### config.mk
export PLATFORM = sky130hd
export DESIGN_NAME = axi_sram_slave
export DESIGN_NICKNAME = d
export VERILOG_FILES = /design/src/verilog/sramx_axi_pkg.sv /design/src/verilog/axi_sram_slave.sv
export VERILOG_INCLUDE_DIRS = /design/src /design/src/include
export SDC_FILE = /design/constraint.sdc
export NUM_CORES = 1
export LEC_CHECK = 0
export ABC_CLOCK_PERIOD_IN_PS = 4850
export BUFFER_PORTS_ARGS = -buffer_cell sky130_fd_sc_hd__buf_2
export CAP_MARGIN = 20
export CELL_PAD_IN_SITES_DETAIL_PLACEMENT = 0
export CELL_PAD_IN_SITES_GLOBAL_PLACEMENT = 1
export CORE_ASPECT_RATIO = 0.8
export CORE_UTILIZATION = 14
export DETAILED_ROUTE_END_ITERATION = 16
export PLACE_DENSITY_LB_ADDON = 0.05
export SLEW_MARGIN = 20
export SYNTH_ARGS = -nofsm -noshare
export SYNTH_HDL_FRONTEND = slang
export SYNTH_SLANG_ARGS = --single-unit
### constraint.sdc
create_clock -name clk -period 4.85 [get_ports clk]
set_input_delay 0.485 -clock clk [delete_from_list [all_inputs] [get_ports clk]]
set_output_delay 0.485 -clock clk [all_outputs]
set_load 0.05 [all_outputs]
### src/include/sramx_axi_settings.svh
`ifndef SRAMX_AXI_SETTINGS_SVH
`define SRAMX_AXI_SETTINGS_SVH

// ****************************************
// bus widths
// ****************************************

// byte address width.
`define SRAMX_AXI_ADDR_WIDTH 32

// data word width, a multiple of 8.
`define SRAMX_AXI_DATA_WIDTH 32

// ****************************************
// storage
// ****************************************

// 256 words in the array.
`define SRAMX_AXI_DEPTH_LOG2 8

`endif

### src/verilog/sramx_axi_pkg.sv
`include "sramx_axi_settings.svh"

package sramx_axi_pkg;

    // ****************************************
    // vector types
    // ****************************************

    typedef logic [`SRAMX_AXI_ADDR_WIDTH-1:0] addr_t;     // byte address.
    typedef logic [`SRAMX_AXI_DATA_WIDTH-1:0] word_t;     // data word.
    typedef logic [`SRAMX_AXI_DATA_WIDTH/8-1:0] strobe_t; // one bit per byte lane.

    // 0 byte, 1 halfword, 2 word, 3 invalid.
    typedef logic [1:0] sramx_size_t;

    typedef logic [`SRAMX_AXI_DEPTH_LOG2-1:0] word_index_t;

    // ****************************************
    // slave sequencing
    // ****************************************

    typedef enum logic [2:0] {
        idle,
        read_wait,
        read_resp,
        write_data,
        write_resp
    } slave_state_t;

endpackage

### src/verilog/axi_sram_slave.sv
`include "sramx_axi_settings.svh"

module axi_sram_slave (
    input  logic                       clk,
    input  logic                       reset,

    // axi read side.
    input  logic                       ar_valid,
    input  sramx_axi_pkg::addr_t       ar_addr,
    output logic                       ar_ready,
    output logic                       r_valid,
    output sramx_axi_pkg::word_t       r_data,
    input  logic                       r_ready,

    // axi write side.
    input  logic                       aw_valid,
    input  sramx_axi_pkg::addr_t       aw_addr,
    output logic                       aw_ready,
    input  logic                       w_valid,
    input  sramx_axi_pkg::word_t       w_data,
    input  sramx_axi_pkg::strobe_t     w_strb,
    output logic                       w_ready,
    output logic                       b_valid,
    input  logic                       b_ready,

    // array port.
    output logic                       rd_en,
    output sramx_axi_pkg::word_index_t rd_index,
    input  sramx_axi_pkg::word_t       rd_data,
    output logic                       wr_en,
    output sramx_axi_pkg::word_index_t wr_index,
    output sramx_axi_pkg::word_t       wr_data,
    output sramx_axi_pkg::strobe_t     wr_strb
);

    sramx_axi_pkg::slave_state_t state;
    sramx_axi_pkg::slave_state_t state_next;
    sramx_axi_pkg::word_index_t  saved_wr_index;

    logic ar_fire;
    logic aw_fire;
    logic w_fire;

    // ****************************************
    // address phase
    // ****************************************

    // one address phase at a time, reads first.
    assign ar_ready = (state == sramx_axi_pkg::idle);
    assign aw_ready = (state == sramx_axi_pkg::idle) && !ar_valid;

    assign ar_fire = ar_valid && ar_ready;
    assign aw_fire = aw_valid && aw_ready;
    assign w_fire  = w_valid && w_ready;

    // upper address bits ignored, so addresses alias.
    assign rd_en    = ar_fire;
    assign rd_index = ar_addr[`SRAMX_AXI_DEPTH_LOG2+1:2];

    always_ff @(posedge clk) begin
        if (aw_fire) begin
            saved_wr_index <= aw_addr[`SRAMX_AXI_DEPTH_LOG2+1:2];
        end
    end

    // ****************************************
    // phase sequencing
    // ****************************************

    always_comb begin
        state_next = state;
        case (state)
            sramx_axi_pkg::idle: begin
                if (ar_fire) begin
                    state_next = sramx_axi_pkg::read_wait;
                end else if (aw_fire) begin
                    state_next = sramx_axi_pkg::write_data;
                end
            end
            sramx_axi_pkg::read_wait: begin
                state_next = sramx_axi_pkg::read_resp; // array output settles.
            end
            sramx_axi_pkg::read_resp: begin
                if (r_ready) begin
                    state_next = sramx_axi_pkg::idle;
                end
            end
            sramx_axi_pkg::write_data: begin
                if (w_valid) begin
                    state_next = sramx_axi_pkg::write_resp;
                end
            end
            sramx_axi_pkg::write_resp: begin
                if (b_ready) begin
                    state_next = sramx_axi_pkg::idle;
                end
            end
            default: begin
                state_next = sramx_axi_pkg::idle;
            end
        endcase
    end

    always_ff @(posedge clk) begin
        if (reset) begin
            state <= sramx_axi_pkg::idle;
        end else begin
            state <= state_next;
        end
    end

    // ****************************************
    // data and response phases
    // ****************************************

    assign r_valid = (state == sramx_axi_pkg::read_resp);
    assign r_data  = rd_data; // held by the array until the next read.

    assign w_ready  = (state == sramx_axi_pkg::write_data);
    assign wr_en    = w_fire;
    assign wr_index = saved_wr_index;
    assign wr_data  = w_data;
    assign wr_strb  = w_strb;

    assign b_valid = (state == sramx_axi_pkg::write_resp);

endmodule

==> flow_summary.toml <==
[timing]
worst_pin_slew_ns = 0.692
maxSlewHeadroom_pct = 53.6
rsz0062_at_grt = "no"
fmax_mhz = 506
setup_viol = 0
finalMaxSlewViolations = 0
finClkSkew_ns = 0.00369
final_hold_viol_count = 0
final.period_utilization_pct = 40.8
min_period_ns = 1.98
timing.hold.ws_ns = 0.423
final.setup.tns_ns = 0

[grt]
grt_antenna_before_repair = 0
overflow = 0
grt_usage_pct = 4.93
grt_pass1_wl_um = 2770
grt_pass1_vias = 460
grt_start_max_net_pins = 9

[worst_setup_path]
rr_worst_depth = 2
critPathLaunch = "state[0]$_SDFFE_PP0P_"
crit_end = "rd_en"
r2r-start = "state[0]$_SDFFE_PP0P_"
critPathMaxFanout = 7
setup.worst_path.end_class = "output port"
cp.required_ns = 4.37
critPathLaunchType = "flip-flop"
r2r_slack_ns = 3.05
regToRegEndpoint = "wr_index[6]$_DFFE_PP_"
crit_type = "reg -> out"
worstPathArrival_ns = 1.49

[final_layout]
n_antenna_cell = 0
final_area_um2 = 757
n_fill_cell = 803
syn_to_final_growth_pct = -26.4
seq_area_um2 = 300
final_layout_size_suffix_gt1_share_pct = 61.9
nets = 203
multiInputGateArea_um2 = 154

[yosys]
yosysMostFrequentCell = "buf_4"
syn_nets = 245
synth_area_leaders = "buf_4, edfxtp_1, dfxtp_1"
ys_types = 19
syn_inst = 106
ys_ff_latch = 11
yosys.area.top_type = "buf_4"
synth_warnings = 0
async_flop_share_pct = 0
ys_seq_area_share_pct = 29.2
synth.avg_cell_area_um2 = 9.70
synth_edf_count = 8
synth.cell_area_mm2 = 0.00103
synth_common_cells = "buf_4, edfxtp_1, dfxtp_1, nor2_1, and2_1"
synthFlopType = "edfxtp_1"
synth_top_area_share_pct = 55.5

[power]
clkPwrFrac_pct = 33.3
p_comb_share_pct = 25.5
fin_total_pwr_mw = 0.275
seq_power_share_pct = 41.2
ir_drop_uv = 56.4
leakagePower_nw = 0.304
p_switching_mw = 0.0872
p_int_mw = 0.187
p_sw_share_pct = 31.7
p_per_area_mw_per_mm2 = 363

[routing]
detail_route.vias_per_cell = 2.95
drtIter0Drc = 26
wl_um = 2060
ant_nets = 0
drt_first_pass_iters = 9
vias = 442
drc = 11
wl_per_cell_um = 13.7

[job]
cap_violations = 0

[hold_path]
hp-class = "in -> reg"

[floorplan]
die-area_mm2 = 0.00769
pin_count = 230
floorplan.initialDensity_pct = 14.7
die_w_um = 97.8
die_h_um = 78.7
coreArea_mm2 = 0.00699
rows = 27

[clock_tree]
postCtsHoldBufs = 0
postCtsSetupRepairBufs = 0
clockBufferDepth = 2
clkTransAtPathRegs_ns = 0.05
cts-root-buf = "clkbuf_8"
numClockSinks = 11
cts_tree = "done"
cts_buffers = 3
clock_latency_ns = 0.23
htree_levels = 1
cts_resized = 0

[place]
gp_congestion = 0.530
place_area_um2 = 712
portBuffers = 29

[outcome]
violations = "design-rule violations"
outcome = "finished with violations"
==> power groups by stage <==
stage	clock [mW]	sequential (mW)	combinational (mW)
floorplan	0	0.125	0.209
global placement	0	0.115	0.0720
detailed placement	0	0.115	0.0720
CTS	0.0989	0.113	0.0719
global route	0.105	0.113	0.0738
finish	0.0914	0.113	0.0701
==> state kept, by name, indices dropped and copies added (netlist names) <==
signal,cells
wr_index,8
state,3
==> through the flow <==
| step | setup WS (ns) | util [%] | instances |
|---|---|---|---|
| 4_1_cts | 2.85 | 10.8 | 150 |
| 5_1_grt | 2.81 | 10.8 | 150 |
| 2_1_floorplan | 2.78 | - | 106 |
| 6_report | 2.87 | 10.8 | 150 |
| 3_3_place_gp | 2.99 | 10.2 | 146 |
| 3_5_place_dp | 2.96 | 10.2 | 146 |
==> cells by family (layout without fill, tap and decap cells) <==
logic type | count (synthesis) | in the layout | synth area share (%)
buffers and inverters | 77 | 34 | 55.8
and+or+nand+nor | 13 | 13 | 9.37
AOI/OAI and AO/OA | 4 | 4 | 4.50
DFF | 11 | 11 | 29.2
muxes | 1 | 1 | 1.09
==> worst max-delay path, cell delays in order, from the launching register on <==
cell     delay [ns]
dfxtp_1        0.38
or3_4          0.44
inv_1          0.08
and2_1         0.11
buf_2          0.25
==> worst min path at each step <==
stage	depth (start not counted)	endpoint	from	slack, ns
after global routing	1	wr_index[7]$_DFFE_PP_	aw_addr[9]	0.41
after floorplan	1	state[1]$_SDFFE_PP0P_	state[1]$_SDFFE_PP0P_	0.51
final	1	wr_index[3]$_DFFE_PP_	aw_addr[5]	0.42
after detailed placement	1	state[1]$_SDFFE_PP0P_	state[1]$_SDFFE_PP0P_	0.58
after CTS	1	wr_index[3]$_DFFE_PP_	aw_addr[5]	0.41
after global placement	1	state[1]$_SDFFE_PP0P_	state[1]$_SDFFE_PP0P_	0.60
==> area by class of cell <==
| cell class | instances | share of cell area [%] |
|---|---|---|
| tap | 87 | 14.4 |
| multi-input combinational | 18 | 20.3 |
| sequential | 11 | 39.7 |
| clock buffer | 4 | 5.95 |
| inverter | 1 | 0.496 |
| timing repair buffer | 29 | 19.2 |
==> cells in the final DEF (no fill, tap or decap), drive strengths merged <==
cell / n
buf: 29
and2: 2
edfxtp: 8
o21ba: 1
or3: 1
a221oi: 1
nor2: 3
dfxtp: 3
nor4b: 1
clkbuf: 4
mux2: 1
o21bai: 1
inv: 1
and4b: 1
nand2b: 1
a2bb2o: 1
or2: 1
nor3b: 2
and3b: 1
==> metal layers <==
metal	vias up	track usage, %	share of wire (%)	routed length [um]
met1	198	3.63	29	593
met2	54	8.59	52	1060
met4	0	3.64	1.9	40
met3	12	3.83	18	366
met5	-	0	0	0
li1	178	-	-	-
Power figures use the tool's default switching activity.
