[src/include/sramx_axi_settings.svh]
`ifndef SRAMX_AXI_SETTINGS_SVH
`define SRAMX_AXI_SETTINGS_SVH

// ****************************************
// bus widths
// ****************************************

// byte address width.
`define SRAMX_AXI_ADDR_WIDTH 32

// data word width, a multiple of 8.
`define SRAMX_AXI_DATA_WIDTH 32

// ****************************************
// storage
// ****************************************

// 256 words in the array.
`define SRAMX_AXI_DEPTH_LOG2 8

`endif

[src/verilog/sramx_axi_pkg.sv]
`include "sramx_axi_settings.svh"

package sramx_axi_pkg;

    // ****************************************
    // vector types
    // ****************************************

    typedef logic [`SRAMX_AXI_ADDR_WIDTH-1:0] addr_t;     // byte address.
    typedef logic [`SRAMX_AXI_DATA_WIDTH-1:0] word_t;     // data word.
    typedef logic [`SRAMX_AXI_DATA_WIDTH/8-1:0] strobe_t; // one bit per byte lane.

    // 0 byte, 1 halfword, 2 word, 3 invalid.
    typedef logic [1:0] sramx_size_t;

    typedef logic [`SRAMX_AXI_DEPTH_LOG2-1:0] word_index_t;

    // ****************************************
    // slave sequencing
    // ****************************************

    typedef enum logic [2:0] {
        idle,
        read_wait,
        read_resp,
        write_data,
        write_resp
    } slave_state_t;

endpackage

[src/verilog/sramx_axi_bridge.sv]
module sramx_axi_bridge (
    input  logic                       clk,
    input  logic                       reset,

    // sram-style request side.
    input  logic                       sramx_req,
    input  logic                       sramx_wr,
    input  sramx_axi_pkg::sramx_size_t sramx_size,
    input  sramx_axi_pkg::addr_t       sramx_addr,
    input  sramx_axi_pkg::word_t       sramx_wdata,
    output logic                       sramx_addr_ok,
    output logic                       sramx_data_ok,
    output sramx_axi_pkg::word_t       sramx_rdata,

    // axi read address and data.
    output logic                       ar_valid,
    output sramx_axi_pkg::addr_t       ar_addr,
    input  logic                       ar_ready,
    input  logic                       r_valid,
    input  sramx_axi_pkg::word_t       r_data,
    output logic                       r_ready,

    // axi write address, data and response.
    output logic                       aw_valid,
    output sramx_axi_pkg::addr_t       aw_addr,
    input  logic                       aw_ready,
    output logic                       w_valid,
    output sramx_axi_pkg::word_t       w_data,
    output sramx_axi_pkg::strobe_t     w_strb,
    input  logic                       w_ready,
    input  logic                       b_valid,
    output logic                       b_ready
);

    // bit positions in the channel flag vectors.
    localparam int CH_AR = 4;
    localparam int CH_R  = 3;
    localparam int CH_AW = 2;
    localparam int CH_W  = 1;
    localparam int CH_B  = 0;

    logic [4:0] pending;    // channels still open from an earlier cycle.
    logic [4:0] next_issue;
    logic [4:0] issue;
    logic [4:0] handshake;
    logic [4:0] remain;
    logic       busy;

    sramx_axi_pkg::sramx_size_t saved_size;
    sramx_axi_pkg::addr_t       saved_addr;
    sramx_axi_pkg::word_t       saved_wdata;
    sramx_axi_pkg::sramx_size_t body_size;
    sramx_axi_pkg::addr_t       body_addr;
    sramx_axi_pkg::word_t       body_wdata;
    sramx_axi_pkg::strobe_t     strb;

    // ****************************************
    // channel tracking
    // ****************************************

    always_comb begin
        next_issue = 5'b00000;
        if (sramx_req) begin
            next_issue = sramx_wr ? 5'b00111 : 5'b11000;
        end
    end

    assign busy  = |pending;
    assign issue = busy ? pending : next_issue; // new request opens at once.

    assign handshake = {
        issue[CH_AR] && ar_ready,
        issue[CH_R]  && r_valid,
        issue[CH_AW] && aw_ready,
        issue[CH_W]  && w_ready,
        issue[CH_B]  && b_valid
    };
    assign remain = issue & ~handshake;

    always_ff @(posedge clk) begin
        if (reset) begin
            pending <= 5'b00000;
        end else begin
            pending <= remain;
        end
    end

    // request body, live when idle and held while busy.
    always_ff @(posedge clk) begin
        if (!busy) begin
            saved_size  <= sramx_size;
            saved_addr  <= sramx_addr;
            saved_wdata <= sramx_wdata;
        end
    end

    assign body_size  = busy ? saved_size  : sramx_size;
    assign body_addr  = busy ? saved_addr  : sramx_addr;
    assign body_wdata = busy ? saved_wdata : sramx_wdata;

    // ****************************************
    // byte strobes
    // ****************************************

    always_comb begin
        case ({body_size, body_addr[1:0]})
            4'b00_00: strb = 4'b0001;
            4'b00_01: strb = 4'b0010;
            4'b00_10: strb = 4'b0100;
            4'b00_11: strb = 4'b1000;
            4'b01_00: strb = 4'b0011;
            4'b01_10: strb = 4'b1100;
            4'b10_00: strb = 4'b1111;
            default:  strb = 4'b0000; // misaligned or size 3 writes nothing.
        endcase
    end

    // ****************************************
    // port drivers
    // ****************************************

    assign sramx_addr_ok = !busy;
    assign sramx_data_ok = handshake[CH_R] || handshake[CH_W];
    assign sramx_rdata   = r_data;

    assign ar_valid = issue[CH_AR];
    assign ar_addr  = body_addr;
    assign r_ready  = issue[CH_R];

    assign aw_valid = issue[CH_AW];
    assign aw_addr  = body_addr;
    assign w_valid  = issue[CH_W];
    assign w_data   = body_wdata;
    assign w_strb   = strb;
    assign b_ready  = issue[CH_B];

endmodule

[config.mk]
export PLATFORM = sky130hd
export DESIGN_NAME = sramx_axi_bridge
export DESIGN_NICKNAME = d
export VERILOG_FILES = /design/src/verilog/sramx_axi_pkg.sv /design/src/verilog/sramx_axi_bridge.sv
export VERILOG_INCLUDE_DIRS = /design/src /design/src/include
export SDC_FILE = /design/constraint.sdc
export NUM_CORES = 1
export LEC_CHECK = 0
export CORE_AREA = 2 2 96 98
export CTS_CLUSTER_DIAMETER = 40
export DETAILED_ROUTE_END_ITERATION = 10
export DIE_AREA = 0 0 98 100
export DONT_BUFFER_PORTS = 1
export PLACE_DENSITY_LB_ADDON = 0.08
export REMOVE_ABC_BUFFERS = 1
export SLEW_MARGIN = 20
export SYNTH_ARGS = -nofsm -noshare
export SYNTH_HDL_FRONTEND = slang
export SYNTH_SLANG_ARGS = --single-unit
[constraint.sdc]
create_clock -name clk -period 2.79 [get_ports clk]
set_input_delay 0.1395 -clock clk [delete_from_list [all_inputs] [get_ports clk]]
set_output_delay 0.1395 -clock clk [all_outputs]
set_load 0.01 [all_outputs]
==> metrics.log <==
[metrics] Req. time, crit path: 2.65 ns
[metrics] largest family of logic cells by synthesized area: multiplexers
[metrics] power per cell area: 735.7 nW/um^2
[metrics] IR drop worst, VDD: 332.8 uV
[metrics] most common cell after layout, fill and taps aside: dlygate4sd3_1
[metrics] critical path arrival: 2.26 ns
[metrics] Worst setup EP type: primary output
[metrics] die area: 9800 um^2
[metrics] number of buffers inserted during clock tree synthesis: 9
[metrics] critical path cell sequence: nor3_4 -> and2_4 -> buf_12 -> mux2_2
[metrics] Final TNS setup: 0 ns
[metrics] wire length of the first global-routing pass: between 10 and 15 mm
[metrics] total of warnings raised by yosys: 0
[metrics] fraction of synthesized area in multiplexers: 0.2979
[metrics] post-DP HPWL: roughly 5.0 mm
[metrics] Finished Layout Cells: 378
[metrics] final worst path period share: 0.8591
[metrics] number of search-and-repair iterations in the first detailed-routing pass: 4
[metrics] Pleak: roughly 1.7 nW
[metrics] placed cell area: ~2900 um^2
[metrics] Inserted Diodes: 0
[metrics] residual DRC count: 0
[metrics] Hold Vio Cnt, Final: 0
[metrics] proportion of synthesized flip-flops having asynchronous set or reset: 0
[metrics] area of the mapped netlist: 3352 um^2
[metrics] Area Growth Syn to Fin: 14.56%
[metrics] top cell type's share of synthesized area: 0.4240
[metrics] clock tree sinks: 71
[metrics] clock skew: around 0.016 ns
[metrics] Max-Cap Viols: 0
[metrics] setup repair after global routing missed its margin: false
[metrics] cell at the root of the clock tree: clkbuf_8
[metrics] library cell with the largest summed area after synthesis: dfxtp_1
[metrics] gate family responsible for the most delay along the worst path: simple AND/OR/NAND/NOR gates
[metrics] Initial Utilization: 0.3771
[metrics] count of distinct cell types in the synthesized netlist: 29
[metrics] layout filler cell count: 805
[metrics] final wirelength: 7.334 mm
[metrics] number of buffers inserted by port buffering: 0
[metrics] fraction of final layout cells sized beyond drive strength 1: 0.3371
[metrics] area share of fa/ha/maj cells after synthesis: 0
[metrics] cells taking the most area after synthesis: dfxtp_1 (42%), mux2_4 (29%), buf_4 (14%), buf_12 (4.8%), nor3b_1 (1.6%)
[metrics] Crit Path Category: flop to primary output
[metrics] kind of launch point of the worst setup path: flop
[metrics] synthesized instance count: 248
[metrics] Cell Int Power: between 0.002 and 0.0025 W
[metrics] outcome: completed
[metrics] number of antenna violations at the first check in global routing: 0
[metrics] register share of total power: 0.431
[metrics] Skew-Pair Late Insertion Delay: approximately 0.34 ns
[metrics] total via count after detailed routing: between 1.5k and 2k
[metrics] EDFF count, synth: 0
[metrics] Non-Filler Cell Area, Final: 3840 um^2
[metrics] portion of the post-synthesis area used by sequential elements: 0.4240
[metrics] type of the most critical hold path: input port to flop
[metrics] via count of the first global-routing pass: 1,968
[metrics] master of the slowest instance on the critical path: mux2_2
[metrics] setup violation total in the final timing report: 0
[metrics] Congestion Overflow GR: 0
[metrics] GRT Total Usage: 0.1434
[metrics] H-tree depth reported by CTS: 3
[metrics] final-stage net count: 370
[metrics] row count: 35
[metrics] delay of the slowest critical-path stage: between 0.4 and 0.5 ns
[metrics] Comb power frac: 0.251
[metrics] dominant synthesized flop cell: dfxtp_1
[metrics] Wirelength per Cell: ~19 um
[metrics] ANT nets after route: 0
[metrics] area used by multi-input combinational logic: approximately 1300 um^2
[metrics] switching share of power: 0.2761
[metrics] clock period minus worst slack: 2.397 ns
[metrics] achievable clock frequency: 417.2 MHz
[metrics] Synth Area in Compound Gates: 0.04069
[metrics] starting DRC count in detailed routing: 42
[metrics] width of the die: 98 um
[metrics] clock-pin transition on the worst setup and hold timing paths: 0.08 ns
[metrics] tightest slew margin relative to the limit: 0.6358
[metrics] reported net switching power: just under 0.0008 W
[metrics] total buffers and inverters traversed by the critical path: 1
[metrics] final weighted congestion of routability-driven global placement: slightly above 0.7
[metrics] count of placed standard cells including taps: roughly 290
[metrics] sequential cell area in the final layout: around 1400 um^2
[metrics] Ports: 246
[metrics] final number of max-transition violations: 0
[metrics] vertical extent of the die: 100 um
[metrics] post-synthesis share of cell area spent on and, or, nand and nor gates: 0.03994
[metrics] clock tree from TritonCTS: done
[metrics] post-synthesis share of cell area spent on xor and xnor gates: 0.005226
[metrics] Mean Syn Cell Area: roughly 14 um^2
[metrics] number of synthesized register bits: roughly 70
[metrics] core area: slightly below 9000 um^2
[metrics] maximum number of pins on one net before global-route repair: 71
[metrics] worst hold slack across all endpoints: 0.06501 ns
[metrics] maximum buffer depth of the clock tree: 2
[metrics] average vias per placed instance: slightly below 5
[metrics] post-route core utilization: 0.4319
[metrics] post-CTS resize count: 0
[metrics] fraction of power consumed by the clock network: 0.318
[metrics] critical path fanouts, max: 70
[metrics] slew at the pin closest to its max-slew limit: 0.5447 ns
[metrics] most used cells in the layout excluding fill and tap cells: dlygate4sd3_1 (75), dfxtp_1 (71), mux2_4 (65), clkbuf_8 (10), nor3b_1 (7)
[power by group through the flow]
stage	Combinational (W)	Clock [W]	Sequential, W
2_1_floorplan	0.000552	0	0.00122
3_3_place_gp	0.000621	0	0.00123
3_5_place_dp	0.000629	0	0.00124
4_1_cts	0.000714	0.000934	0.00122
5_1_grt	0.000753	0.000982	0.00123
6_report	0.000709	0.000897	0.00122
[kinds of logic (layout without fill, tap and decap cells)]
group / Yosys count / after routing
flip-flops: 71 / 71
multiplexers: 67 / 67
AO/OA/AOI/OAI: 17 / 17
AND/OR/NAND/NOR: 18 / 18
XOR/XNOR: 2 / 2
buffers and inverters: 73 / 92
[metrics by stage]
step | setup slack [ns] | total power, W
after global placement | 0.7834 | 0.001854
final | 0.3932 | 0.002825
after detailed placement | 0.7400 | 0.001866
after floorplan | 0.6378 | 0.001773
after CTS | 0.3450 | 0.002865
after global routing | 0.2496 | 0.002968
[worst reg2reg max path: stages (launching register included)]
cell and delay [ns]:
dfxtp_1 0.34, nor3_4 0.38, and2_4 0.28, buf_12 0.40, mux2_2 0.53
[worst paths after layout]
| path | startpoint | endpoint | slack (ns) | cells past startpoint |
|---|---|---|---|---|
| worst max-delay path | pending[2] | ar_addr[31] | 0.39 | 4 |
| worst min-delay path | sramx_addr[31] | saved_addr[31] | 0.07 | 1 |
| worst max register to register | pending[2] | saved_addr[31] | 0.73 | 4 |
| worst min register to register | saved_wdata[8] | saved_wdata[8] | 0.50 | 1 |
[what timing repair did]
item	CTS	global route
setup buffers	0	0
endpoints found under the hold margin	70	0
hold buffers	75	0
[state kept, by name (all words and copies together), names as in the netlist]
name / count
pending: 5
saved_addr: 32
saved_size: 2
saved_wdata: 32
[synth_stat cells (2+ instances only)]
library cell and count:
buf_12 8, nand2b_1 2, nor3_1 2, a21o_2 5
o22ai_1 2, buf_4 64, dfxtp_1 71, xnor2_1 2
mux2_4 65, nor3b_1 7, mux2_2 2
[metal layers]
layer	wire length, um	global-route usage	share of wire
met2	3343	0.2118	0.46
met3	1062	0.09749	0.14
met4	107	0.05662	0.015
met5	46	0.03077	0.0063
met1	2775	0.1605	0.38
[layout make-up]
class,instances,share of cell area
clock inverter,5,0.02118
timing repair buffer,76,0.2007
multi-input combinational,104,0.3350
clock buffer,10,0.03584
tap,111,0.03617
inverter,1,0.0009775
sequential,71,0.3702
(Power assumes the default switching activity.)
